## src/include/prn_config.svh

```systemverilog
/* Constants for the ranging-code generator. Included by the package,
   the RTL and the testbench. */
`ifndef PRN_CONFIG_SVH
`define PRN_CONFIG_SVH

// ----------------------------------------
// Gold code shift registers
// ----------------------------------------
`define PRN_G_LEN        10                  // stages per register
// stage n sits at bit n-1, stage 10 is the output
`define PRN_G1_TAPS      10'h204             // stages 3 and 10
`define PRN_G2_TAPS      10'h3a6             // stages 2,3,6,8,9,10
`define PRN_GOLD_PERIOD  1023                // chips per period

// ----------------------------------------
// satellite range
// ----------------------------------------
`define PRN_SVID_W       6
`define PRN_SVID_MAX     32                  // last id with a Gold entry

// ----------------------------------------
// memory code ROM geometry
// ----------------------------------------
`define PRN_MEM_ADDR_W   14
`define PRN_MEM_DATA_W   32
`define PRN_MEM_WORDS    4                   // words per satellite block
`define PRN_MEM_BASE     49                  // block index offset

`endif

```

## src/source/prn_pkg.sv

```systemverilog
/* Shared types of the ranging-code generator, imported by the RTL
   and the testbench. */
`include "prn_config.svh"

package prn_pkg;

	// ----------------------------------------
	// register, id and ROM word types
	// ----------------------------------------
	typedef logic [`PRN_G_LEN-1:0]      g_state_t;   // [9] is stage 10
	typedef logic [`PRN_SVID_W-1:0]     svid_t;
	typedef logic [`PRN_MEM_ADDR_W-1:0] mem_addr_t;
	typedef logic [`PRN_MEM_DATA_W-1:0] mem_word_t;

	// which engine serves phase-init and shift
	typedef enum logic {
		FAMILY_GOLD    = 1'b0,
		FAMILY_MEMCODE = 1'b1
	} code_family_t;

endpackage

```

## src/source/gold_init_table.sv

```systemverilog
/* Initial G2 state per satellite, derived from the published first
   ten chips. Pure combinational lookup. */
`timescale 1ns/10ps
`include "prn_config.svh"

module gold_init_table
	import prn_pkg::*;
(
	input  svid_t    svid_i,
	output g_state_t g2_init_o
);

	logic [`PRN_G_LEN-1:0] first_chips;	// first 10 chips, first chip in MSB

	// G1 starts at all ones, so the first ten chips are the inverted
	// G2 stages read from stage 10 down to stage 1
	always_comb begin
		case (svid_i)
			6'd1 : first_chips = 10'o1440;
			6'd2 : first_chips = 10'o1620;
			6'd3 : first_chips = 10'o1710;
			6'd4 : first_chips = 10'o1744;
			6'd5 : first_chips = 10'o1133;
			6'd6 : first_chips = 10'o1455;
			6'd7 : first_chips = 10'o1131;
			6'd8 : first_chips = 10'o1454;
			6'd9 : first_chips = 10'o1626;
			6'd10: first_chips = 10'o1504;
			6'd11: first_chips = 10'o1642;
			6'd12: first_chips = 10'o1750;
			6'd13: first_chips = 10'o1764;
			6'd14: first_chips = 10'o1772;
			6'd15: first_chips = 10'o1775;
			6'd16: first_chips = 10'o1776;
			6'd17: first_chips = 10'o1156;
			6'd18: first_chips = 10'o1467;
			6'd19: first_chips = 10'o1633;
			6'd20: first_chips = 10'o1715;
			6'd21: first_chips = 10'o1746;
			6'd22: first_chips = 10'o1763;
			6'd23: first_chips = 10'o1063;
			6'd24: first_chips = 10'o1706;
			6'd25: first_chips = 10'o1743;
			6'd26: first_chips = 10'o1761;
			6'd27: first_chips = 10'o1770;
			6'd28: first_chips = 10'o1774;
			6'd29: first_chips = 10'o1127;
			6'd30: first_chips = 10'o1453;
			6'd31: first_chips = 10'o1625;
			6'd32: first_chips = 10'o1712;	// last entry, PRN_SVID_MAX
			default: first_chips = '1;	// inverts to an all-zero state
		endcase
	end

	assign g2_init_o = ~first_chips;

endmodule

```

## src/source/gold_code_gen.sv

```systemverilog
/* Gold code engine. G1/G2 registers with fixed taps, loaded on
   phase-init and reloaded every 1023 chips. */
`timescale 1ns/10ps
`include "prn_config.svh"

module gold_code_gen
	import prn_pkg::*;
(
	input  logic     clk,
	input  logic     rst_n_i,
	input  logic     phase_init_i,
	input  logic     shift_code_i,
	input  g_state_t g2_init_i,
	output logic     prn_code_o
);

	localparam int CNT_W = $clog2(`PRN_GOLD_PERIOD);
	localparam logic [CNT_W-1:0] LAST_CHIP = CNT_W'(`PRN_GOLD_PERIOD - 1);

	g_state_t         g1_q;
	g_state_t         g2_q;
	g_state_t         g2_seed;	// G2 start state of this run
	logic [CNT_W-1:0] chip_cnt;
	logic             g1_fb;
	logic             g2_fb;
	logic             period_end;

	// ----------------------------------------
	// feedback and period detect
	// ----------------------------------------
	assign g1_fb      = ^(g1_q & `PRN_G1_TAPS);
	assign g2_fb      = ^(g2_q & `PRN_G2_TAPS);
	assign period_end = (chip_cnt == LAST_CHIP);

	always_ff @(posedge clk) begin
		if (phase_init_i)
			g2_seed <= g2_init_i;
	end

	// ----------------------------------------
	// shift registers and chip counter
	// ----------------------------------------
	always_ff @(posedge clk) begin
		if (!rst_n_i) begin
			g1_q     <= '0;
			g2_q     <= '0;
			chip_cnt <= '0;
		end else if (phase_init_i) begin
			g1_q     <= '1;
			g2_q     <= g2_init_i;
			chip_cnt <= '0;
		end else if (shift_code_i) begin
			if (period_end) begin	// restart the code
				g1_q     <= '1;
				g2_q     <= g2_seed;
				chip_cnt <= '0;
			end else begin
				g1_q     <= {g1_q[`PRN_G_LEN-2:0], g1_fb};
				g2_q     <= {g2_q[`PRN_G_LEN-2:0], g2_fb};
				chip_cnt <= chip_cnt + 1'b1;
			end
		end
	end

	// chip is the XOR of both stage-10 outputs
	assign prn_code_o = g1_q[`PRN_G_LEN-1] ^ g2_q[`PRN_G_LEN-1];

endmodule

```

## src/source/memcode_fetch.sv

```systemverilog
/* Memory code engine. Fetches the satellite's ROM block through the
   rd/valid handshake with a one-word prefetch and shifts chips MSB first. */
`timescale 1ns/10ps
`include "prn_config.svh"

module memcode_fetch
	import prn_pkg::*;
(
	input  logic      clk,
	input  logic      rst_n_i,
	input  logic      phase_init_i,
	input  logic      shift_code_i,
	input  svid_t     svid_i,
	output mem_addr_t memcode_addr_o,
	output logic      memcode_rd_o,
	input  logic      memcode_read_valid_i,
	input  mem_word_t memcode_data_i,
	output logic      ready_to_shift_o,
	output logic      prn_code_o
);

	localparam int BIT_W = $clog2(`PRN_MEM_DATA_W);
	localparam int IDX_W = $clog2(`PRN_MEM_WORDS);
	localparam logic [BIT_W-1:0] LAST_BIT = BIT_W'(`PRN_MEM_DATA_W - 1);
	localparam logic [IDX_W-1:0] LAST_IDX = IDX_W'(`PRN_MEM_WORDS - 1);

	mem_addr_t        start_addr;
	mem_addr_t        base_addr;	// block start of this run
	logic [IDX_W-1:0] word_idx;	// next word to fetch
	logic             active;
	logic             drop;
	logic             capture;
	logic             fetch_start;
	mem_word_t        cur_word;
	mem_word_t        buf_word;
	logic             cur_valid;
	logic             buf_valid;
	logic [BIT_W-1:0] bit_cnt;
	logic             shift_ok;
	logic             word_done;
	logic             load_cur;
	logic             load_buf;

	assign start_addr = mem_addr_t'((`PRN_MEM_BASE + svid_i) * `PRN_MEM_WORDS);

	// ----------------------------------------
	// ROM request / valid handshake
	// ----------------------------------------
	assign capture     = memcode_rd_o & memcode_read_valid_i & ~drop & ~phase_init_i;
	assign fetch_start = active & ~memcode_rd_o & ~buf_valid & ~phase_init_i;

	always_ff @(posedge clk) begin
		if (!rst_n_i) begin
			active         <= 1'b0;
			memcode_rd_o   <= 1'b0;
			memcode_addr_o <= '0;
			drop           <= 1'b0;
			base_addr      <= '0;
			word_idx       <= '0;
		end else begin
			if (phase_init_i) begin
				active    <= 1'b1;
				base_addr <= start_addr;
				word_idx  <= '0;
			end else if (capture) begin
				word_idx <= (word_idx == LAST_IDX) ? '0 : word_idx + 1'b1;	// wrap in block
			end

			if (memcode_rd_o && memcode_read_valid_i) begin
				memcode_rd_o <= 1'b0;
				drop         <= 1'b0;
			end else if (memcode_rd_o && phase_init_i) begin
				drop <= 1'b1;	// stale read still has to complete
			end else if (fetch_start) begin
				memcode_rd_o   <= 1'b1;
				memcode_addr_o <= base_addr + mem_addr_t'(word_idx);	// held until valid
			end
		end
	end

	// ----------------------------------------
	// current word, prefetch buffer, bit count
	// ----------------------------------------
	assign shift_ok  = shift_code_i & cur_valid;	// back-pressure when empty
	assign word_done = shift_ok & (bit_cnt == LAST_BIT);
	assign load_cur  = capture & (~cur_valid | word_done);
	assign load_buf  = capture & ~load_cur;

	always_ff @(posedge clk) begin
		if (!rst_n_i) begin
			cur_valid <= 1'b0;
			buf_valid <= 1'b0;
			bit_cnt   <= '0;
		end else if (phase_init_i) begin
			cur_valid <= 1'b0;
			buf_valid <= 1'b0;
			bit_cnt   <= '0;
		end else begin
			if (load_cur || (word_done && buf_valid))
				cur_valid <= 1'b1;
			else if (word_done)
				cur_valid <= 1'b0;	// starved, wait for the ROM

			if (load_buf)
				buf_valid <= 1'b1;
			else if (word_done)
				buf_valid <= 1'b0;	// moved into the current word

			if (word_done)
				bit_cnt <= '0;
			else if (shift_ok)
				bit_cnt <= bit_cnt + 1'b1;
		end
	end

	always_ff @(posedge clk) begin
		if (word_done && buf_valid)
			cur_word <= buf_word;
		else if (load_cur)
			cur_word <= memcode_data_i;
		else if (shift_ok)
			cur_word <= {cur_word[`PRN_MEM_DATA_W-2:0], 1'b0};

		if (load_buf)
			buf_word <= memcode_data_i;
	end

	assign ready_to_shift_o = cur_valid;
	assign prn_code_o       = cur_valid & cur_word[`PRN_MEM_DATA_W-1];

endmodule

```

## src/source/prn_gen_top.sv

```systemverilog
/* Top level of the ranging-code generator. Steers the controls to the
   selected engine and muxes its chip and ready flag back out. */
`timescale 1ns/10ps
`include "prn_config.svh"

module prn_gen_top
	import prn_pkg::*;
(
	input  logic         clk,
	input  logic         rst_n_i,
	input  code_family_t family_i,
	input  svid_t        svid_i,
	input  logic         phase_init_i,
	input  logic         shift_code_i,
	output logic         ready_to_shift_o,
	output logic         prn_code_o,
	output mem_addr_t    memcode_addr_o,
	output logic         memcode_rd_o,
	input  logic         memcode_read_valid_i,
	input  mem_word_t    memcode_data_i
);

	logic     gold_sel;
	logic     gold_phase_init;
	logic     gold_shift;
	logic     mem_phase_init;
	logic     mem_shift;
	g_state_t g2_init;
	logic     gold_chip;
	logic     mem_chip;
	logic     mem_ready;

	// ----------------------------------------
	// control steering
	// ----------------------------------------
	assign gold_sel        = (family_i == FAMILY_GOLD);
	assign gold_phase_init = phase_init_i & gold_sel;
	assign gold_shift      = shift_code_i & gold_sel;
	assign mem_phase_init  = phase_init_i & ~gold_sel;
	assign mem_shift       = shift_code_i & ~gold_sel;

	gold_init_table u_gold_table (
		.svid_i    (svid_i),
		.g2_init_o (g2_init)
	);

	gold_code_gen u_gold_gen (
		.clk          (clk),
		.rst_n_i      (rst_n_i),
		.phase_init_i (gold_phase_init),
		.shift_code_i (gold_shift),
		.g2_init_i    (g2_init),
		.prn_code_o   (gold_chip)
	);

	memcode_fetch u_memcode (
		.clk                  (clk),
		.rst_n_i              (rst_n_i),
		.phase_init_i         (mem_phase_init),
		.shift_code_i         (mem_shift),
		.svid_i               (svid_i),
		.memcode_addr_o       (memcode_addr_o),
		.memcode_rd_o         (memcode_rd_o),
		.memcode_read_valid_i (memcode_read_valid_i),
		.memcode_data_i       (memcode_data_i),
		.ready_to_shift_o     (mem_ready),
		.prn_code_o           (mem_chip)
	);

	// output mux, Gold engine never stalls
	assign prn_code_o       = gold_sel ? gold_chip : mem_chip;
	assign ready_to_shift_o = gold_sel ? 1'b1 : mem_ready;

endmodule

```

## config.mk

```make
export PLATFORM = sky130hd
export DESIGN_NAME = prn_gen_top
export DESIGN_NICKNAME = d
export VERILOG_FILES = /design/src/source/prn_pkg.sv /design/src/source/gold_init_table.sv /design/src/source/gold_code_gen.sv /design/src/source/memcode_fetch.sv /design/src/source/prn_gen_top.sv
export VERILOG_INCLUDE_DIRS = /design/src /design/src/include
export SDC_FILE = /design/constraint.sdc
export NUM_CORES = 1
export LEC_CHECK = 0
export BUFFER_PORTS_ARGS = -buffer_cell sky130_fd_sc_hd__buf_4
export CAP_MARGIN = 20
export CORE_UTILIZATION = 40
export CTS_CLUSTER_SIZE = 30
export DETAILED_ROUTE_END_ITERATION = 10
export GPL_TIMING_DRIVEN = 1
export HOLD_SLACK_MARGIN = 0.02
export PLACE_DENSITY = 0.57
export SYNTH_ARGS = -nofsm -noshare
export SYNTH_HDL_FRONTEND = slang
export SYNTH_SLANG_ARGS = --single-unit
```

## constraint.sdc

```tcl
create_clock -name clk -period 3.81 [get_ports clk]
set_input_delay 0.5715 -clock clk [delete_from_list [all_inputs] [get_ports clk]]
set_output_delay 0.5715 -clock clk [all_outputs]
set_load 0.005 [all_outputs]
```

==> metrics.md, run 1 <==
| Metric | Value |
|---|---|
| Flip-flop cell with the highest count after synthesis | `sky130_fd_sc_hd__edfxtp_1` |
| Switching power share of the total | `22.9%` |
| Most common cell after layout, fill and taps aside | `sky130_fd_sc_hd__edfxtp_1` |
| Time the worst path needs with I/O delays and setup | `2370 ps` |
| Clock buffer count from CTS | `17` |
| I/O pins | `61` |
| CTS-repair resized insts | `0` |
| Instance count of the mapped netlist | `563` |
| Transition time at the pin with the least slew margin | `837 ps` |
| Hold Crit Start | `memcode_data_i[23]` |
| Core outline area | `0.0148 mm2` |
| Netlist area before placement | `0.00615 mm2` |
| Reg2reg start | `u_memcode.bit_cnt[0]` |
| Routed vias | `4260` |
| Placed insts | `771` |
| Maximum root-to-sink buffer count | `2` |
| Clock power share | `45.6%` |
| Placer's final routability congestion estimate | `0.781` |
| Type of the setup path with the least slack | `reg2reg` |
| Global router's overall resource usage | `16.6%` |
| Internal power summed over all cells | `0.00252 W` |
| HPWL after detailed placement | `8210 um` |
| Fraction of final layout cells with drive strength greater than 1 | `17.8%` |
| H-Tree Depth | `4` |
| Via density per instance | `5.31` |
| Fillcell total | `1336` |
| Input/output buffers | `55` |
| Required time reported for the critical path endpoint | `3950 ps` |
| Wire length of the first global-routing pass | `20600 um` |
| CTS tree | `built` |
| Part of the power in registers | `47.3%` |
| Max-slew violations | `0` |
| First-pass detailed-route iteration total | `5` |
| Synth unique cells | `64` |
| PD cells | `456 mW/mm2` |
| Root cell of the clock tree | `sky130_fd_sc_hd__clkbuf_16` |
| Post-CTS Setup Repair Bufs | `0` |
| Worst-case hold slack | `339 ps` |
| Wire length per cell after detailed routing | `15.5 um` |
| Maximum fanout encountered on the critical timing path | `32` |
| Type of origin of the critical path | `flop` |
| Static power due to leakage | `2.57 nW` |
| Worst-skew pair later-pin latency | `410 ps` |
| Grt total ovfl | `0` |
| Number of warnings issued by yosys | `0` |
| Worst min-delay path class | `in2reg` |
| Net total in the final layout | `661` |
| Setup Viol. Count Final | `0` |
| Clock transition at path regs | `60 ps` |
| Power spent charging and discharging nets | `0.000749 W` |
| Syn avg cell area | `10.9 um2` |
| Pin count of the biggest net entering global routing | `49` |
| Fraction of synthesis flops using an asynchronous set or reset pin | `0%` |
| Post-synth EDFFs | `73` |
| Fin crit share | `62.3%` |
| Detailed Route WL | `12400 um` |
| Status | `completed` |
| Signed area change from the synthesized netlist to the final layout | `16.7%` |
| Total Neg Setup Slack | `0 ps` |
| Most frequent cells in the layout | `sky130_fd_sc_hd__edfxtp_1 (73), sky130_fd_sc_hd__nand2_1 (68), sky130_fd_sc_hd__buf_4 (60), sky130_fd_sc_hd__dfxtp_1 (58), sky130_fd_sc_hd__mux2i_1 (50)` |
| Unrepaired setup endpoints after global routing | `false` |
| CP Launch Point | `u_memcode.bit_cnt[0]` |
| Sequential cell area fraction in the yosys report | `54.5%` |
| Total clock sinks | `131` |
| Vias in the first global route | `4046` |
| Antenna violations before repair | `0` |
| Clk_skew | `10.9 ps` |
| Antenna violation net count after detailed routing | `0` |
| Worst hold stages | `1` |
| Residual DRC count | `0` |
| Worst R2R Path Depth | `8` |
| Fin. Hold Viols | `0` |
| Upper clock frequency limit | `0.421 GHz` |
| Synthesized flop and latch total | `131` |
| Antenna cell count | `0` |
| Data arrival, critical path | `2510 ps` |
| Combinational power share | `7.1%` |
| Iteration-0 DRC count of the detailed router | `210` |
| Chip width | `126 um` |
| Initial cell density of the core | `41.7%` |
| Number of maximum-capacitance constraint violations | `0` |
| Max IR drop VDD | `318 uV` |
| Cts-stage hold buffer count | `0` |
| Floorplan row count | `44` |
| Area of the die | `0.0159 mm2` |
| Max-slew headroom | `44.2%` |
| Filler-free cell count of the finished design | `803` |
| Vertical extent of the die | `126 um` |
| Worst setup EP type | `flop` |
==> cell type report <==
type	count	area [um2]	area share, %
clock buffer	19	433	6.04
inverter	7	26.3	0.366
sequential	131	3350	46.8
timing repair buffer	60	450	6.28
tap	184	230	3.21
clock inverter	13	113	1.57
multi-input combinational	389	2570	35.8
==> cells by family (layout without fill, tap and decap cells) <==
logic type / after synthesis / after routing / share of synthesized area [%]
buffers and inverters: 47 / 99 / 4.01
XOR/XNOR: 22 / 22 / 3.13
adder cells (fa/ha/maj): 11 / 11 / 2.24
flip-flops: 131 / 131 / 54.5
AO/OA/AOI/OAI: 116 / 116 / 12.8
multiplexers: 54 / 54 / 9.06
AND/OR/NAND/NOR: 181 / 181 / 14.1
other: 1 / 5 / 0.0610
==> metrics by stage <==
stage	total power [W]	instance area [um2]	worst slack [ps]	util (%)
after floorplan	0.00173	6160	779	-
after global placement	0.00181	6630	1110	44.9
after detailed placement	0.00181	6630	1040	44.9
after CTS	0.00332	7170	1430	48.6
after global routing	0.00340	7170	1270	48.6
final	0.00327	7170	1440	48.6
==> per-layer routing <==
| metal | vias up | part of all wire (%) | track usage, % |
|---|---|---|---|
| met5 | - | 0 | 0 |
| met4 | 0 | 1.2 | 6.17 |
| met3 | 11 | 3.7 | 4.72 |
| met2 | 80 | 46 | 25.7 |
| met1 | 2050 | 49 | 22.2 |
| li1 | 2119 | - | - |
==> power by group through the flow <==
stage	Clock, W	Sequential (W)	Combinational, W
floorplan	0	0.00157	0.000158
global placement	0	0.00158	0.000231
detailed placement	0	0.00158	0.000236
CTS	0.00153	0.00155	0.000236
global route	0.00159	0.00155	0.000262
finish	0.00149	0.00155	0.000234
==> worst paths after layout <==
check	end	slack, ps
max	u_memcode.cur_word[12]	1440
min	u_memcode.buf_word[23]	340
max reg2reg	u_memcode.cur_word[12]	1440
min reg2reg	u_memcode.base_addr[3]	470
==> registers in the layout, summed over array words and instances, names as in the netlist, 2 cells and up <==
signal	count
u_memcode.cur_word	32
u_gold_gen.chip_cnt	10
u_gold_gen.g2_seed	9
u_memcode.word_idx	2
u_gold_gen.g1_q	10
u_memcode.buf_word	32
u_memcode.base_addr	7
u_memcode.memcode_addr_o	9
u_gold_gen.g2_q	10
u_memcode.bit_cnt	5
==> worst max-delay path, stage by stage (launching register included) <==
cell and delay [ps]:
sky130_fd_sc_hd__dfxtp_1 370, sky130_fd_sc_hd__ha_1 170, sky130_fd_sc_hd__and3_1 160, sky130_fd_sc_hd__ha_1 210
sky130_fd_sc_hd__nand3_1 150, sky130_fd_sc_hd__a21oi_4 170, sky130_fd_sc_hd__buf_4 460, sky130_fd_sc_hd__mux2i_1 270
sky130_fd_sc_hd__o21ai_1 80
==> Yosys cell counts, types with 7 or more instances <==
cell type	n	area, um2
sky130_fd_sc_hd__inv_1	7	26.3
sky130_fd_sc_hd__mux2i_1	50	500
sky130_fd_sc_hd__buf_2	8	40.0
sky130_fd_sc_hd__nor2_1	37	139
sky130_fd_sc_hd__nand4_1	7	43.8
sky130_fd_sc_hd__nand2_1	68	255
sky130_fd_sc_hd__xor2_1	10	87.6
sky130_fd_sc_hd__nor2b_1	17	106
sky130_fd_sc_hd__nand2b_1	12	75.1
sky130_fd_sc_hd__a21oi_1	13	65.1
sky130_fd_sc_hd__o21ai_0	20	100
sky130_fd_sc_hd__nand3_1	11	55.1
sky130_fd_sc_hd__o221a_2	9	101
sky130_fd_sc_hd__ha_1	11	138
sky130_fd_sc_hd__dfxtp_1	58	1160
sky130_fd_sc_hd__clkbuf_1	22	82.6
sky130_fd_sc_hd__xnor2_1	12	105
sky130_fd_sc_hd__edfxtp_1	73	2190
sky130_fd_sc_hd__o21ai_1	27	135
No activity file was read; power rests on OpenSTA's default activity.
==> run 2, diff against run 1 <==
- PLACE_DENSITY: 0.57 -> 0.59
- clock period: 3.81 -> 2 ns (I/O delays scaled with it)
==> run 2 against run 1 <==
Compared with the run above:
- sequential cell count stayed put
- clock power rose by 96%
- highest routed layer unchanged
- power up 94%
- cell count increased by 3.5%
- register-to-register slack lost 1400 ps
- critical path depth grew 1
- critical path type unchanged
- global-route usage up 0.46 points
- fmax grew 22%
- sequential share of layout area fell by 2.3 points
- clock-buffer cell count fell by 1
- wire length rose by 4.6%
- largest power group unchanged
==> metrics.md, run 2 (same netlist as run 1, synthesis figures left out) <==
| Metric | Value |
|---|---|
| Iteration-0 DRC count of the detailed router | `304 (was 210)` |
| Hold Crit Start | `memcode_data_i[22] (was memcode_data_i[23])` |
| Number of maximum-capacitance constraint violations | `0 (unchanged)` |
| Vias in the first global route | `4254 (was 4046)` |
| Max IR drop VDD | `622 uV (was 318 uV)` |
| Antenna violation net count after detailed routing | `0 (unchanged)` |
| Core outline area | `0.0148 mm2 (unchanged)` |
| Clk_skew | `6.44 ps (was 10.9 ps)` |
| Floorplan row count | `44 (unchanged)` |
| H-Tree Depth | `4 (unchanged)` |
| Fin. Hold Viols | `0 (unchanged)` |
| Initial cell density of the core | `41.7% (unchanged)` |
| Type of the setup path with the least slack | `reg2reg (unchanged)` |
| Worst min-delay path class | `in2reg (unchanged)` |
| I/O pins | `61 (unchanged)` |
| Status | `completed (unchanged)` |
| Routed vias | `4371 (was 4260)` |
| Net total in the final layout | `689 (was 661)` |
| Root cell of the clock tree | `sky130_fd_sc_hd__clkbuf_16 (unchanged)` |
| Internal power summed over all cells | `0.00487 W (was 0.00252 W)` |
| Via density per instance | `5.26 (was 5.31)` |
| Detailed Route WL | `13000 um (was 12400 um)` |
| Maximum fanout encountered on the critical timing path | `10 (was 32)` |
| Residual DRC count | `0 (unchanged)` |
| Cts-stage hold buffer count | `0 (unchanged)` |
| Chip width | `126 um (unchanged)` |
| Antenna cell count | `0 (unchanged)` |
| Total clock sinks | `131 (unchanged)` |
| Clock transition at path regs | `60 ps (about the same)` |
| Data arrival, critical path | `2110 ps (was 2510 ps)` |
| Worst hold stages | `1 (unchanged)` |
| Hold path endpoint | `u_memcode.buf_word[22] (was u_memcode.buf_word[23])` |
| Transition time at the pin with the least slew margin | `583 ps (was 837 ps)` |
| Reg2reg start | `u_memcode.bit_cnt[1] (was u_memcode.bit_cnt[0])` |
| Vertical extent of the die | `126 um (unchanged)` |
| Switching power share of the total | `23.5% (was 22.9%)` |
| Unrepaired setup endpoints after global routing | `true (was false)` |
| Worst flop-to-flop path endpoint | `u_memcode.cur_word[19] (was u_memcode.cur_word[12])` |
| First-pass detailed-route iteration total | `4 (was 5)` |
| Max-slew violations | `0 (unchanged)` |
| Max-slew headroom | `61.0% (was 44.2%)` |
| Reg-to-reg setup timing slack | `50 ps (was 1440 ps)` |
| Fillcell total | `1316 (was 1336)` |
| Clock power share | `46.0% (was 45.6%)` |
| Most common cell after layout, fill and taps aside | `sky130_fd_sc_hd__buf_4 (was sky130_fd_sc_hd__edfxtp_1)` |
| Setup Viol. Count Final | `0 (unchanged)` |
| Registers with the most flip-flops | `u_memcode.buf_word (32), u_memcode.cur_word (32) (unchanged)` |
| Most frequent cells in the layout | `sky130_fd_sc_hd__buf_4 (79), sky130_fd_sc_hd__edfxtp_1 (73), sky130_fd_sc_hd__nand2_1 (68), sky130_fd_sc_hd__dfxtp_1 (55), sky130_fd_sc_hd__mux2i_1 (50) (was sky130_fd_sc_hd__edfxtp_1 (73), sky130_fd_sc_hd__nand2_1 (68), sky130_fd_sc_hd__buf_4 (60), sky130_fd_sc_hd__dfxtp_1 (58), sky130_fd_sc_hd__mux2i_1 (50))` |
| HPWL after detailed placement | `8540 um (was 8210 um)` |
| PD cells | `840 mW/mm2 (was 456 mW/mm2)` |
| Pin count of the biggest net entering global routing | `66 (was 49)` |
| Worst setup EP type | `flop (unchanged)` |
| Type of origin of the critical path | `flop (unchanged)` |
| Antenna violations before repair | `0 (unchanged)` |
| Grt total ovfl | `0 (unchanged)` |
| Required time reported for the critical path endpoint | `2160 ps (was 3950 ps)` |
| Clock buffer count from CTS | `17 (unchanged)` |
| Part of the power in registers | `46.2% (was 47.3%)` |
| Upper clock frequency limit | `0.514 GHz (was 0.421 GHz)` |
| Placer's final routability congestion estimate | `0.775 (was 0.781)` |
| Global router's overall resource usage | `17.1% (was 16.6%)` |
| Combinational power share | `7.8% (was 7.1%)` |
| Area of the die | `0.0159 mm2 (unchanged)` |
| Wire length per cell after detailed routing | `15.7 um (was 15.5 um)` |
| Worst-skew pair later-pin latency | `410 ps (about the same)` |
| Worst-case hold slack | `68.6 ps (was 339 ps)` |
| CTS tree | `built (unchanged)` |
| Fin crit share | `97.3% (was 62.3%)` |
| Maximum root-to-sink buffer count | `2 (unchanged)` |
| Time the worst path needs with I/O delays and setup | `1950 ps (was 2370 ps)` |
| Worst R2R Path Depth | `9 (was 8)` |
| Static power due to leakage | `2.75 nW (was 2.57 nW)` |
| Signed area change from the synthesized netlist to the final layout | `23.1% (was 16.7%)` |
| Power spent charging and discharging nets | `0.00149 W (was 0.000749 W)` |
| Total Neg Setup Slack | `0 ps (unchanged)` |
| Wire length of the first global-routing pass | `21200 um (was 20600 um)` |
| Fraction of final layout cells with drive strength greater than 1 | `22.7% (was 17.8%)` |
| Input/output buffers | `55 (unchanged)` |
==> run 2: metrics by stage <==
| stage | power, W | utilization [%] | setup WS [ps] | instances | cell area, um2 |
|---|---|---|---|---|---|
| after floorplan | 0.00329 | - | -8.04 | 567 | 6220 |
| after global placement | 0.00348 | 47.0 | 72.0 | 794 | 6930 |
| after detailed placement | 0.00349 | 47.0 | 20.0 | 794 | 6930 |
| after CTS | 0.00642 | 50.8 | 54.5 | 826 | 7490 |
| after global routing | 0.00660 | 51.3 | -8.21 | 831 | 7570 |
| final | 0.00636 | 51.3 | 54.2 | 831 | 7570 |
==> run 2: worst max-delay path by stage <==
stage,from,endpoint,slack [ps],cells after the start
2_1_floorplan,family_i,u_memcode.cur_word[0],-8,6
3_3_place_gp,family_i,u_memcode.cur_word[6],70,7
3_5_place_dp,family_i,u_memcode.cur_word[1],20,7
4_1_cts,u_memcode.bit_cnt[1],u_memcode.cur_word[1],50,8
5_1_grt,u_memcode.bit_cnt[1],u_memcode.cur_word[6],-8,9
6_report,u_memcode.bit_cnt[1],u_memcode.cur_word[19],50,9
==> run 2: area by class of cell <==
class | count | area (um2) | share of cell area, %
clock inverter | 14 | 131 | 1.74
multi-input combinational | 389 | 2620 | 34.6
tap | 184 | 230 | 3.04
sequential | 131 | 3360 | 44.4
clock buffer | 18 | 429 | 5.67
timing repair buffer | 88 | 774 | 10.2
inverter | 7 | 26.3 | 0.347
==> run 2: power groups by stage <==
| stage | Sequential, W | Combinational (W) | Clock (W) |
|---|---|---|---|
| 2_1_floorplan | 0.00299 | 0.000303 | 0 |
| 3_3_place_gp | 0.00300 | 0.000478 | 0 |
| 3_5_place_dp | 0.00300 | 0.000489 | 0 |
| 4_1_cts | 0.00294 | 0.000491 | 0.00299 |
| 5_1_grt | 0.00295 | 0.000548 | 0.00310 |
| 6_report | 0.00294 | 0.000498 | 0.00292 |
==> run 2: layer usage <==
metal	GRT usage, %	vias to the layer above	wire (um)
li1	-	2179	-
met1	23.0	2099	6300
met2	26.1	82	6030
met3	4.72	11	531
met4	6.80	0	147
met5	0	-	0
==> run 2: worst max-delay path: stages (launching register included) <==
cell	delay, ps
sky130_fd_sc_hd__dfxtp_4	360
sky130_fd_sc_hd__ha_4	130
sky130_fd_sc_hd__and3_4	190
sky130_fd_sc_hd__ha_4	150
sky130_fd_sc_hd__nand3_4	90
sky130_fd_sc_hd__a21oi_4	180
sky130_fd_sc_hd__buf_4	150
sky130_fd_sc_hd__clkbuf_16	170
sky130_fd_sc_hd__mux2i_1	200
sky130_fd_sc_hd__o21ai_1	70
==> run 2: repair_timing <==
item                                   4_1_cts  5_1_grt
buffers inserted                             0        3
endpoints found under the hold margin        0        0
resized for setup                            0        3
setup endpoints to repair                    0        5
